**config.mk**
```make
export PLATFORM = sky130hd
export DESIGN_NAME = dvi_top
export DESIGN_NICKNAME = d
export VERILOG_FILES = /design/src/tmds_pkg.sv /design/src/video_pkg.sv /design/src/dvi_top.sv /design/src/tmds_encoder.sv /design/src/test_pattern.sv /design/src/video_timing.sv /design/src/video_ctrl.sv
export SDC_FILE = /design/constraint.sdc
export NUM_CORES = 1
export LEC_CHECK = 0
export BUFFER_PORTS_ARGS = -buffer_cell sky130_fd_sc_hd__buf_2
export CAP_MARGIN = 20
export CORE_MARGIN = 3
export CORE_UTILIZATION = 62
export CTS_BUF_LIST = sky130_fd_sc_hd__clkbuf_2
export CTS_CLUSTER_DIAMETER = 30
export DETAILED_ROUTE_END_ITERATION = 10
export MAX_ROUTING_LAYER = met4
export PLACE_DENSITY = 0.8
export SETUP_SLACK_MARGIN = 0.15
export SYNTH_ARGS = -nofsm -noshare
export SYNTH_HDL_FRONTEND = slang
export SYNTH_SLANG_ARGS = --single-unit
```
**constraint.sdc**
```tcl
create_clock -name clk_pixel -period 11.5 [get_ports clk_pixel]
set_clock_uncertainty 0.15 [all_clocks]
set_input_delay 2.3 -clock clk_pixel [delete_from_list [all_inputs] [get_ports clk_pixel]]
set_output_delay 2.3 -clock clk_pixel [all_outputs]
set_load 0.005 [all_outputs]
```
**src/tmds_pkg.sv**
```systemverilog
`default_nettype none

package tmds_pkg;

    typedef logic [9:0]        tmds_symbol_t;
    typedef logic signed [4:0] disparity_t;

    // control symbols indexed by {c1, c0}
    localparam tmds_symbol_t ctrl_sym_00 = 10'b1101010100;
    localparam tmds_symbol_t ctrl_sym_01 = 10'b0010101011;
    localparam tmds_symbol_t ctrl_sym_10 = 10'b0101010100;
    localparam tmds_symbol_t ctrl_sym_11 = 10'b1010101011;

    // period the encoder was in on the previous cycle
    typedef enum logic {
        enc_control,
        enc_video
    } enc_mode_t;

endpackage

`default_nettype wire

```
**src/video_pkg.sv**
```systemverilog
`default_nettype none

package video_pkg;

    // 720x576 progressive, 27 MHz pixel clock
    localparam int h_active = 720;
    localparam int h_front  = 12;
    localparam int h_sync   = 64;
    localparam int h_back   = 68;
    localparam int h_sync_start = h_active + h_front;
    localparam int h_sync_end   = h_sync_start + h_sync;
    localparam int h_total      = h_sync_end + h_back;

    localparam int v_active = 576;
    localparam int v_front  = 5;
    localparam int v_sync   = 5;
    localparam int v_back   = 39;
    localparam int v_sync_start = v_active + v_front;
    localparam int v_sync_end   = v_sync_start + v_sync;
    localparam int v_total      = v_sync_end + v_back;

    // eight bars across the active line
    localparam int bar_width = h_active / 8;

    // wishbone word addresses
    localparam logic [1:0] reg_ctrl   = 2'd0;
    localparam logic [1:0] reg_solid  = 2'd1;
    localparam logic [1:0] reg_frames = 2'd2;

    typedef logic [11:0] coord_x_t;
    typedef logic [10:0] coord_y_t;
    typedef logic [7:0]  color_t;
    typedef logic [15:0] frame_count_t;

    typedef enum logic [1:0] {
        pat_bars,
        pat_gradient,
        pat_checker,
        pat_solid
    } pattern_t;

endpackage

`default_nettype wire
```
**src/dvi_top.sv**
```systemverilog
`timescale 1ns/1ps
`default_nettype none

module dvi_top
    import video_pkg::*;
    import tmds_pkg::*;
(
    input  logic         clk_pixel,
    input  logic         reset,
    input  logic         wb_cyc,
    input  logic         wb_stb,
    input  logic         wb_we,
    input  logic [1:0]   wb_adr,
    input  logic [31:0]  wb_dat_w,
    output logic [31:0]  wb_dat_r,
    output logic         wb_ack,
    output tmds_symbol_t tmds_red,
    output tmds_symbol_t tmds_green,
    output tmds_symbol_t tmds_blue
);

    logic        run;
    pattern_t    pattern_sel;
    logic [23:0] solid_rgb;
    coord_x_t    pos_x;
    coord_y_t    pos_y;
    logic        hsync;
    logic        vsync;
    logic        active;
    logic        frame_start;
    color_t      red;
    color_t      green;
    color_t      blue;
    logic        de;
    logic        pix_hsync;
    logic        pix_vsync;

    video_ctrl u_ctrl (
        .clk_pixel   (clk_pixel),
        .reset       (reset),
        .wb_cyc      (wb_cyc),
        .wb_stb      (wb_stb),
        .wb_we       (wb_we),
        .wb_adr      (wb_adr),
        .wb_dat_w    (wb_dat_w),
        .wb_dat_r    (wb_dat_r),
        .wb_ack      (wb_ack),
        .frame_start (frame_start),
        .run         (run),
        .pattern_sel (pattern_sel),
        .solid_rgb   (solid_rgb)
    );

    video_timing u_timing (
        .clk_pixel   (clk_pixel),
        .reset       (reset),
        .run         (run),
        .pos_x       (pos_x),
        .pos_y       (pos_y),
        .hsync       (hsync),
        .vsync       (vsync),
        .active      (active),
        .frame_start (frame_start)
    );

    test_pattern u_pattern (
        .clk_pixel   (clk_pixel),
        .reset       (reset),
        .pos_x       (pos_x),
        .pos_y       (pos_y),
        .active      (active),
        .hsync       (hsync),
        .vsync       (vsync),
        .pattern_sel (pattern_sel),
        .solid_rgb   (solid_rgb),
        .red         (red),
        .green       (green),
        .blue        (blue),
        .de          (de),
        .hsync_out   (pix_hsync),
        .vsync_out   (pix_vsync)
    );

    // red and green carry no control bits
    tmds_encoder u_enc_red (
        .clk_pixel (clk_pixel),
        .reset     (reset),
        .data      (red),
        .c0        (1'b0),
        .c1        (1'b0),
        .de        (de),
        .symbol    (tmds_red)
    );

    tmds_encoder u_enc_green (
        .clk_pixel (clk_pixel),
        .reset     (reset),
        .data      (green),
        .c0        (1'b0),
        .c1        (1'b0),
        .de        (de),
        .symbol    (tmds_green)
    );

    // syncs ride on the blue lane
    tmds_encoder u_enc_blue (
        .clk_pixel (clk_pixel),
        .reset     (reset),
        .data      (blue),
        .c0        (pix_hsync),
        .c1        (pix_vsync),
        .de        (de),
        .symbol    (tmds_blue)
    );

endmodule

`default_nettype wire

```
**src/tmds_encoder.sv**
```systemverilog
`timescale 1ns/1ps
`default_nettype none

module tmds_encoder
    import video_pkg::*;
    import tmds_pkg::*;
(
    input  logic         clk_pixel,
    input  logic         reset,
    input  color_t       data,
    input  logic         c0,
    input  logic         c1,
    input  logic         de,
    output tmds_symbol_t symbol
);

    logic [3:0]   n1_data;
    logic [3:0]   n1_qm;
    logic         use_xnor;
    logic [8:0]   q_m;
    disparity_t   balance;
    disparity_t   disp_q;
    disparity_t   disp_cur;
    disparity_t   disp_next;
    tmds_symbol_t video_sym;
    tmds_symbol_t ctrl_sym;
    enc_mode_t    mode;

    always_comb begin
        n1_data = '0;
        for (int i = 0; i < 8; i++) begin
            n1_data = n1_data + 4'(data[i]);
        end
    end

    // transition minimisation
    assign use_xnor = (n1_data > 4'd4) || ((n1_data == 4'd4) && !data[0]);

    always_comb begin
        q_m[0] = data[0];
        for (int i = 1; i < 8; i++) begin
            q_m[i] = use_xnor ? ~(q_m[i-1] ^ data[i]) : (q_m[i-1] ^ data[i]);
        end
        q_m[8] = ~use_xnor;
    end

    always_comb begin
        n1_qm = '0;
        for (int i = 0; i < 8; i++) begin
            n1_qm = n1_qm + 4'(q_m[i]);
        end
    end

    // ones minus zeros of the 8 data bits
    assign balance = disparity_t'({n1_qm, 1'b0}) - disparity_t'(8);

    // a control period leaves the running disparity at zero
    assign disp_cur = (mode == enc_video) ? disp_q : '0;

    always_comb begin
        if ((disp_cur == 0) || (balance == 0)) begin
            video_sym = {~q_m[8], q_m[8], q_m[8] ? q_m[7:0] : ~q_m[7:0]};
            disp_next = q_m[8] ? disp_cur + balance : disp_cur - balance;
        end else if (((disp_cur > 0) && (balance > 0)) || ((disp_cur < 0) && (balance < 0))) begin
            // invert to pull back towards zero
            video_sym = {1'b1, q_m[8], ~q_m[7:0]};
            disp_next = disp_cur + disparity_t'({q_m[8], 1'b0}) - balance;
        end else begin
            video_sym = {1'b0, q_m[8], q_m[7:0]};
            disp_next = disp_cur - disparity_t'({~q_m[8], 1'b0}) + balance;
        end
    end

    always_comb begin
        case ({c1, c0})
            2'b00: begin
                ctrl_sym = ctrl_sym_00;
            end
            2'b01: begin
                ctrl_sym = ctrl_sym_01;
            end
            2'b10: begin
                ctrl_sym = ctrl_sym_10;
            end
            default: begin
                ctrl_sym = ctrl_sym_11;
            end
        endcase
    end

    always_ff @(posedge clk_pixel) begin
        if (reset) begin
            symbol <= ctrl_sym_00;
            disp_q <= '0;
            mode   <= enc_control;
        end else if (de) begin
            symbol <= video_sym;
            disp_q <= disp_next;
            mode   <= enc_video;
        end else begin
            symbol <= ctrl_sym;
            mode   <= enc_control;
        end
    end

endmodule

`default_nettype wire

```
**src/test_pattern.sv**
```systemverilog
`timescale 1ns/1ps
`default_nettype none

module test_pattern
    import video_pkg::*;
(
    input  logic        clk_pixel,
    input  logic        reset,
    input  coord_x_t    pos_x,
    input  coord_y_t    pos_y,
    input  logic        active,
    input  logic        hsync,
    input  logic        vsync,
    input  pattern_t    pattern_sel,
    input  logic [23:0] solid_rgb,
    output color_t      red,
    output color_t      green,
    output color_t      blue,
    output logic        de,
    output logic        hsync_out,
    output logic        vsync_out
);

    logic [2:0] bar_idx;
    coord_x_t   diag;
    color_t     pix_r;
    color_t     pix_g;
    color_t     pix_b;

    // which 90 pixel bar the position falls in
    always_comb begin
        bar_idx = '0;
        for (int i = 1; i < 8; i++) begin
            if (pos_x >= coord_x_t'(i * bar_width)) begin
                bar_idx = 3'(i);
            end
        end
    end

    assign diag = pos_x + coord_x_t'(pos_y);

    always_comb begin
        pix_r = '0;
        pix_g = '0;
        pix_b = '0;
        if (active) begin
            case (pattern_sel)
                pat_bars: begin
                    // white yellow cyan green magenta red blue black
                    pix_r = {8{~bar_idx[1]}};
                    pix_g = {8{~bar_idx[2]}};
                    pix_b = {8{~bar_idx[0]}};
                end
                pat_gradient: begin
                    pix_r = pos_x[7:0];
                    pix_g = pos_y[7:0];
                    pix_b = diag[7:0];
                end
                pat_checker: begin
                    pix_r = {8{pos_x[5] ^ pos_y[5]}};
                    pix_g = {8{pos_x[5] ^ pos_y[5]}};
                    pix_b = {8{pos_x[5] ^ pos_y[5]}};
                end
                default: begin
                    pix_r = solid_rgb[23:16];
                    pix_g = solid_rgb[15:8];
                    pix_b = solid_rgb[7:0];
                end
            endcase
        end
    end

    always_ff @(posedge clk_pixel) begin
        red   <= pix_r;
        green <= pix_g;
        blue  <= pix_b;
    end

    // sync and de delayed to match the colour stage
    always_ff @(posedge clk_pixel) begin
        if (reset) begin
            de        <= 1'b0;
            hsync_out <= 1'b0;
            vsync_out <= 1'b0;
        end else begin
            de        <= active;
            hsync_out <= hsync;
            vsync_out <= vsync;
        end
    end

endmodule

`default_nettype wire

```
**src/video_timing.sv**
```systemverilog
`timescale 1ns/1ps
`default_nettype none

module video_timing
    import video_pkg::*;
(
    input  logic     clk_pixel,
    input  logic     reset,
    input  logic     run,
    output coord_x_t pos_x,
    output coord_y_t pos_y,
    output logic     hsync,
    output logic     vsync,
    output logic     active,
    output logic     frame_start
);

    coord_x_t next_x;
    coord_y_t next_y;
    logic     last_x;
    logic     last_y;
    logic     active_q;
    logic     hsync_q;
    logic     vsync_q;
    logic     wrap_q;

    assign last_x = (pos_x == coord_x_t'(h_total - 1));
    assign last_y = (pos_y == coord_y_t'(v_total - 1));

    // counters sit at (0,0) while stopped
    always_comb begin
        next_x = '0;
        next_y = '0;
        if (run) begin
            if (last_x) begin
                next_y = last_y ? '0 : pos_y + 1'b1;
            end else begin
                next_x = pos_x + 1'b1;
                next_y = pos_y;
            end
        end
    end

    always_ff @(posedge clk_pixel) begin
        if (reset) begin
            pos_x    <= '0;
            pos_y    <= '0;
            active_q <= 1'b0;
            hsync_q  <= 1'b0;
            vsync_q  <= 1'b0;
            wrap_q   <= 1'b0;
        end else begin
            pos_x <= next_x;
            pos_y <= next_y;
            // windows decoded from the next position so they line up with pos
            active_q <= (next_x < coord_x_t'(h_active)) && (next_y < coord_y_t'(v_active));
            hsync_q  <= (next_x >= coord_x_t'(h_sync_start))
                     && (next_x < coord_x_t'(h_sync_end));
            vsync_q  <= (next_y >= coord_y_t'(v_sync_start))
                     && (next_y < coord_y_t'(v_sync_end));
            wrap_q   <= run && last_x && last_y;
        end
    end

    // stop takes effect at once, counters follow next clock
    assign active      = active_q && run;
    assign hsync       = hsync_q && run;
    assign vsync       = vsync_q && run;
    assign frame_start = wrap_q && run;

endmodule

`default_nettype wire

```
**src/video_ctrl.sv**
```systemverilog
`timescale 1ns/1ps
`default_nettype none

module video_ctrl
    import video_pkg::*;
(
    input  logic        clk_pixel,
    input  logic        reset,
    input  logic        wb_cyc,
    input  logic        wb_stb,
    input  logic        wb_we,
    input  logic [1:0]  wb_adr,
    input  logic [31:0] wb_dat_w,
    output logic [31:0] wb_dat_r,
    output logic        wb_ack,
    input  logic        frame_start,
    output logic        run,
    output pattern_t    pattern_sel,
    output logic [23:0] solid_rgb
);

    frame_count_t frame_count;
    logic         access;
    logic [31:0]  read_mux;

    // new cycle seen, ack not yet given
    assign access = wb_cyc && wb_stb && !wb_ack;

    always_comb begin
        case (wb_adr)
            reg_ctrl: begin
                read_mux = {29'd0, pattern_sel, run};
            end
            reg_solid: begin
                read_mux = {8'd0, solid_rgb};
            end
            reg_frames: begin
                read_mux = {16'd0, frame_count};
            end
            default: begin
                read_mux = '0;
            end
        endcase
    end

    // single cycle ack, write lands on the same edge
    always_ff @(posedge clk_pixel) begin
        if (reset) begin
            wb_ack      <= 1'b0;
            run         <= 1'b0;
            pattern_sel <= pat_bars;
            solid_rgb   <= '0;
        end else begin
            wb_ack <= access;
            if (access && wb_we) begin
                case (wb_adr)
                    reg_ctrl: begin
                        run         <= wb_dat_w[0];
                        pattern_sel <= pattern_t'(wb_dat_w[2:1]);
                    end
                    reg_solid: begin
                        solid_rgb <= wb_dat_w[23:0];
                    end
                    default: begin
                        // frames is read only
                    end
                endcase
            end
        end
    end

    // read data held for the ack cycle
    always_ff @(posedge clk_pixel) begin
        if (access) begin
            wb_dat_r <= read_mux;
        end
    end

    // wraps at 16 bits
    always_ff @(posedge clk_pixel) begin
        if (reset) begin
            frame_count <= '0;
        end else if (frame_start) begin
            frame_count <= frame_count + 1'b1;
        end
    end

endmodule

`default_nettype wire

```
**Word level (Yosys, flattened, before mapping)**

Cells that the tools add are included.

- Register bits after elaboration: 176
- Input bits: 39
- Output and inout port bits: 63
- Logic and storage cells: 291

- $add $sub $neg: 67
- Order comparisons: 28
- Equal/unequal tests: 11
- Mux-type cells: 61
- Bitwise gates (word level): 53
- Reductions and logical operators: 46

Operator list:

| kind | number |
|---|---|
| $logic_not A32 Y1 | 6 |
| $add A4 B1 Y4 | 36 |
| $pmux W24 S3 | 1 |
| $pmux W8 S3 | 3 |
| $mux W10 | 7 |
| $mux W5 | 12 |
| $ge A12 B10 Y1 const B | 3 |
| $ge A12 B9 Y1 const B | 3 |
| $mux W11 | 3 |
| $add A5 B5 Y5 | 6 |
| $gt A5 B1 Y1 const B | 6 |
| $lt A5 B1 Y1 const B | 6 |
| $pmux W10 S3 | 1 |
| $sub A5 B5 Y5 | 6 |
| $not A1 Y1 | 28 |
| $lt A12 B10 Y1 const B | 2 |
| $mux W12 | 2 |
| $mux W8 | 3 |
| $not A8 Y8 | 3 |
| $mux W1 | 23 |
| $lt A11 B10 Y1 const B | 2 |
| $xor A1 B1 Y1 | 22 |
| $logic_and A1 B1 Y1 | 21 |
| $add A16 B1 Y16 const B | 1 |
| 23 further kinds | 60 |

**Logic depth before layout (Yosys ltp)**

- Word-level depth: 37
- Depth in mapped cells: 30

**Modules after synthesis**

From an unflattened synthesis, not the netlist that was laid out.

- Cells, all modules: 1263
- Area total of the unflattened synthesis: 11402.2 µm²

By module, submodules not included:

| module | times used | cells an instance | area each (µm²) | seq. area each (µm²) |
|---|---|---|---|---|
| tmds_encoder (u_enc_green ...) | 2 | 200 | 1820.5 | 320.3 |
| video_ctrl | 1 | 275 | 2757.6 | 1601.5 |
| tmds_encoder (u_enc_blue) | 1 | 188 | 1785.5 | 320.3 |
| video_timing | 1 | 201 | 1611.5 | 540.5 |
| test_pattern | 1 | 198 | 1602.8 | 540.5 |
| dvi_top | 1 | 1 | 3.8 | 0.0 |

**Least setup slack after synthesis**

Ideal clock, no wire load.

- Path kind: reg2reg
- Start point: register u_pattern.blue[0]
- End point: register u_enc_blue.disp_q[4]
- Arrival: 7.772 ns
- Required time: 11.264 ns
- Setup slack: 3.492 ns
- Cell stages (with the launch flop): 31
- Buffers on the path: 1
- Cell sequence: dfxtp_1 ha_1 inv_1 fa_1 fa_1 inv_1 fa_1 fa_1 or3b_2 a21oi_1 a31oi_1 clkbuf_1 xnor2_1 ha_1 inv_1 fa_1 inv_1 fa_1 fa_1 inv_1 fa_1 ha_1 inv_1 ha_1 a21oi_1 maj3_1 xnor2_1 mux2i_1 xnor2_1 mux2i_1 a211oi_1

- Cells in the longest elaborated chain, start to end: 36

Ends and longest elaborated chain:

| item | RTL line | RTL |
|---|---|---|
| start: declaration | test_pattern.sv:18 | `output color_t blue,` |
| start signal: assignment | test_pattern.sv:76 | `blue <= pix_b;` |
| branches (longest 35 deep; another with $add A4 B1 Y4) | -- |  |
| $mux W5 (*) | tmds_encoder.sv:61 | `if ((disp_cur == 0) \|\| (balance == 0)) begin` |
| end signal: assignment | tmds_encoder.sv:98 | `disp_q <= disp_next;` |
| end: declaration | tmds_encoder.sv:22 | `disparity_t disp_q;` |

Mark *: on every way between the ends.
A chain may end at the register's enable or synchronous reset.

**Final worst setup path**

- Start point: register u_pattern.red[0]
- End point: register u_enc_red.symbol[0]

- Cells in the longest elaborated chain, start to end: 36

Ends and longest elaborated chain:

| item | RTL line | RTL |
|---|---|---|
| start: declaration | test_pattern.sv:16 | `output color_t red,` |
| start signal: assignment | test_pattern.sv:74 | `red <= pix_r;` |
| branches (longest 35 deep; another with $add A4 B1 Y4) | -- |  |
| $mux W10 (*) | tmds_encoder.sv:61 |  |
| end signal: assignment | tmds_encoder.sv:93 | `symbol <= ctrl_sym_00;` |
| end signal: assignment | tmds_encoder.sv:97 | `symbol <= video_sym;` |
| end signal: assignment | tmds_encoder.sv:101 | `symbol <= ctrl_sym;` |
| end: declaration | tmds_encoder.sv:14 | `output tmds_symbol_t symbol` |

Marked as above.

==> results.md <==
- Status: completed
- Post-route minimum period: roughly 8.4 ns
- Unrepaired setup endpoints after global routing: false
- Vias in the first global route: ~8000
- Num ports: just over 100
- Largest net degree at the start of global routing: just under 70
- Share of layout cells above drive strength 1: roughly 12%
- CTS tree: yes
- Fin. Hold Viols: 0
- Clock network fraction of design power: 29.6%
- Critical Path Source Type: flip-flop
- # hold bufs at CTS: 0
- DR vias: 8226
- CTS-repair resized insts: 0
- Num CTS Buffers: 17
- Core Area: 16580 um2
- Slowest stage delay, CP: a little under 0.7 ns
- WL/cell: around 15 um
- Worst Hold Class: reg -> reg
- Htree depth: 4
- Worst slack, placed: 3.071 ns
- Post-DP HPWL: 16830 um
- Internal cell power: 779.5 uW
- Critical Path RT: roughly 12 ns
- Die height: between 100 and 150 um
- Vias per cell: between 5 and 6
- MaxCap Viol Count: 0
- Leakage: about 4.7 nW
- Gpl congestion: 0.9234
- Tcrit/Tclk final: 73.42%
- Synth Register Bits: around 170
- DRC viols: 0
- NetSw: ~350 uW
- Gr usage total: approximately a quarter
- Initial Utilization: a little under two thirds
- # nets final: between 1000 and 1500
- Port Buf Inserts: between 80 and 90
- Slowest CP cell: mux2i_1
- Seq/Total Area, Yosys: approximately 34%
- Post-Syn Area per Cell: roughly 9 um2
- Type of destination of the critical path: flip-flop
- R2r worst-path depth: 25
- Sequential share of power: a little over half
- Worst vdd ir: around 0.000065 V
- Clock slew at reported path FFs: approximately 0.25 ns
- Postcts setup bufs: 0
- Max-slew headroom: around 34%
- Post-synth EDFFs: 24
- Clk buf depth: 2
- Worst-path maximum fanout: 10
- Synthesized instance count: between 1000 and 1500
- Syn-to-layout area delta: 7.423%
- Mapped cell area: between 10000 and 15000 um2
- # setup viols final: 0
- Die area: between 15000 and 20000 um2
- Initial antenna violation count: 1
- Asr flop ratio synth: 0%
- WS Path Type: reg -> reg
- Cell variety after synth: 74
- Post-route ant nets: 0
- Comb pwr share: roughly 17%
- Row Count: 47
- First-pass DRT Iterations: 4
- Sum Neg Setup Slack: 0 ns
- Drt first-iter violations: about 590
- Global route total overflow: 0
- Worst Tran Pin Value: between 0.9 and 1 ns
- Synth warn: 0
- Most used cell, CP: fa_1
- Clk_lat worst skew: between 0.7 and 0.8 ns
- # clock sinks: 168
- PwrDens: around 100 nW/um2
- Final setup margin: around 3 ns
- Hold Crit Depth: 1
- Max Clock Freq: roughly 120 MHz
- Switching share of power: 30.77%
- Fin. max-slew vios: 0
- WL final: between 20000 and 25000 um
- Die width: 136.4 um
- Arrival time worst endpoint: roughly 8.9 ns
- Main synth FF type: dfxtp_1
- First-pass GRT wire length: 37490 um
- Clock root buffer master: clkbuf_2
critical path, delay by kind of cell (launching register included):
family                   cells  cell delay (ns)
adder cells (fa/ha/maj)     11             4.53
buffers and inverters        5             0.30
AND/OR/NAND/NOR              2             0.35
flip-flops                   1             0.41
multiplexers                 1             0.69
AO/OA/AOI/OAI                3             1.11
XOR/XNOR                     3             0.80
synthesized netlist by cell type (15+ instances only):
library cell,number,area share [%]
and2_1,22,1.3
a21oi_1,91,4.3
fa_1,43,8.2
edfxtp_1,24,6.8
dfxtp_1,144,27
o21ai_0,56,2.7
nand2_1,147,5.2
mux2i_1,22,2.1
ha_1,74,8.8
nor2_1,83,3.0
xor2_1,40,3.3
inv_1,87,3.1
clkbuf_1,40,1.4
xnor2_1,88,7.3
nor3_1,15,0.71
layout by cell type, fill, tap and decap left out, types with 14 or more instances in the layout:
master / n
nor3_1: 15
ha_1: 74
dfxtp_1: 144
o21ai_0: 56
nand3_1: 14
buf_2: 85
nor2_1: 82
edfxtp_1: 24
fa_1: 43
clkbuf_2: 17
a21oi_1: 91
xnor2_1: 88
and2_1: 22
xor2_1: 40
nand2_1: 147
inv_1: 87
mux2i_1: 22
per-layer routing:
metal	wire, um	global-route usage, %	up-vias
met2	10660	41.55	231
met4	626	9.015	0
li1	-	-	4069
met3	1105	4.404	53
met1	10030	33.29	3873
met5	0	-	-
sequential cells by signal, indices dropped and copies added, names as in the netlist, 2 cells and up:
name / cells
u_ctrl.frame_count: 16
u_ctrl.pattern_sel: 2
u_ctrl.solid_rgb: 24
u_ctrl.wb_dat_r: 24
u_enc_blue.disp_q: 5
u_enc_blue.symbol: 10
u_enc_green.disp_q: 5
u_enc_green.symbol: 10
u_enc_red.disp_q: 5
u_enc_red.symbol: 10
u_pattern.blue: 8
u_pattern.green: 8
u_pattern.red: 8
u_timing.pos_x: 12
u_timing.pos_y: 11
per-stage QoR:
step                      cells  area (um2)  utilization, %  total power [mW]  hold WS, ns
after floorplan            1186       10560               -            0.7617       0.2557
after global placement     1437       11040           66.55            0.7961       0.2665
after detailed placement   1437       11040           66.55            0.8034       0.2663
after CTS                  1469       11310           68.18             1.135       0.3174
after global routing       1471       11320           68.24             1.186       0.3397
final                      1471       11320           68.24             1.126       0.3101
power groups by stage:
stage / Sequential (mW) / Combinational (mW) / Clock [mW]
after floorplan: 0.616 / 0.146 / 0
after global placement: 0.617 / 0.179 / 0
after detailed placement: 0.617 / 0.187 / 0
after CTS: 0.606 / 0.188 / 0.341
after global routing: 0.607 / 0.215 / 0.363
final: 0.606 / 0.187 / 0.333
path summary, 6_finish.rpt:
kind                                from                              to  slack (ns)
max          u_pattern.red[0]$_SDFF_PN0_  u_enc_red.symbol[0]$_SDFF_PP0_        3.06
min          u_timing.hsync_q$_SDFF_PP0_  u_pattern.hsync_out$_SDFF_PP0_        0.31
max reg2reg  u_pattern.red[0]$_SDFF_PN0_  u_enc_red.symbol[0]$_SDFF_PP0_        3.06
min reg2reg  u_timing.hsync_q$_SDFF_PP0_  u_pattern.hsync_out$_SDFF_PP0_        0.31
cells by family after synthesis:
| group | count (synthesis) | share of synthesized area, % |
|---|---|---|
| compound gates | 233 | 13.99 |
| simple gates | 359 | 16.03 |
| mux | 22 | 2.090 |
| flops | 168 | 34.20 |
| fa+ha+maj | 121 | 17.34 |
| xor+xnor | 128 | 10.64 |
| other cells | 1 | 0.03560 |
| buf+inv | 147 | 5.665 |
area by class of cell:
type                            instances  area, um2
Antenna cell                            1      2.502
Clock inverter                         15      186.4
Clock buffer                           17      85.08
Sequential cell                       168       3603
Multi-Input combinational cell        871       6364
Inverter                               88      330.3
Tap cell                              220      275.3
Timing Repair Buffer                   91      470.5
Fill cell                            1360       5266
(Power assumes the default switching activity.)
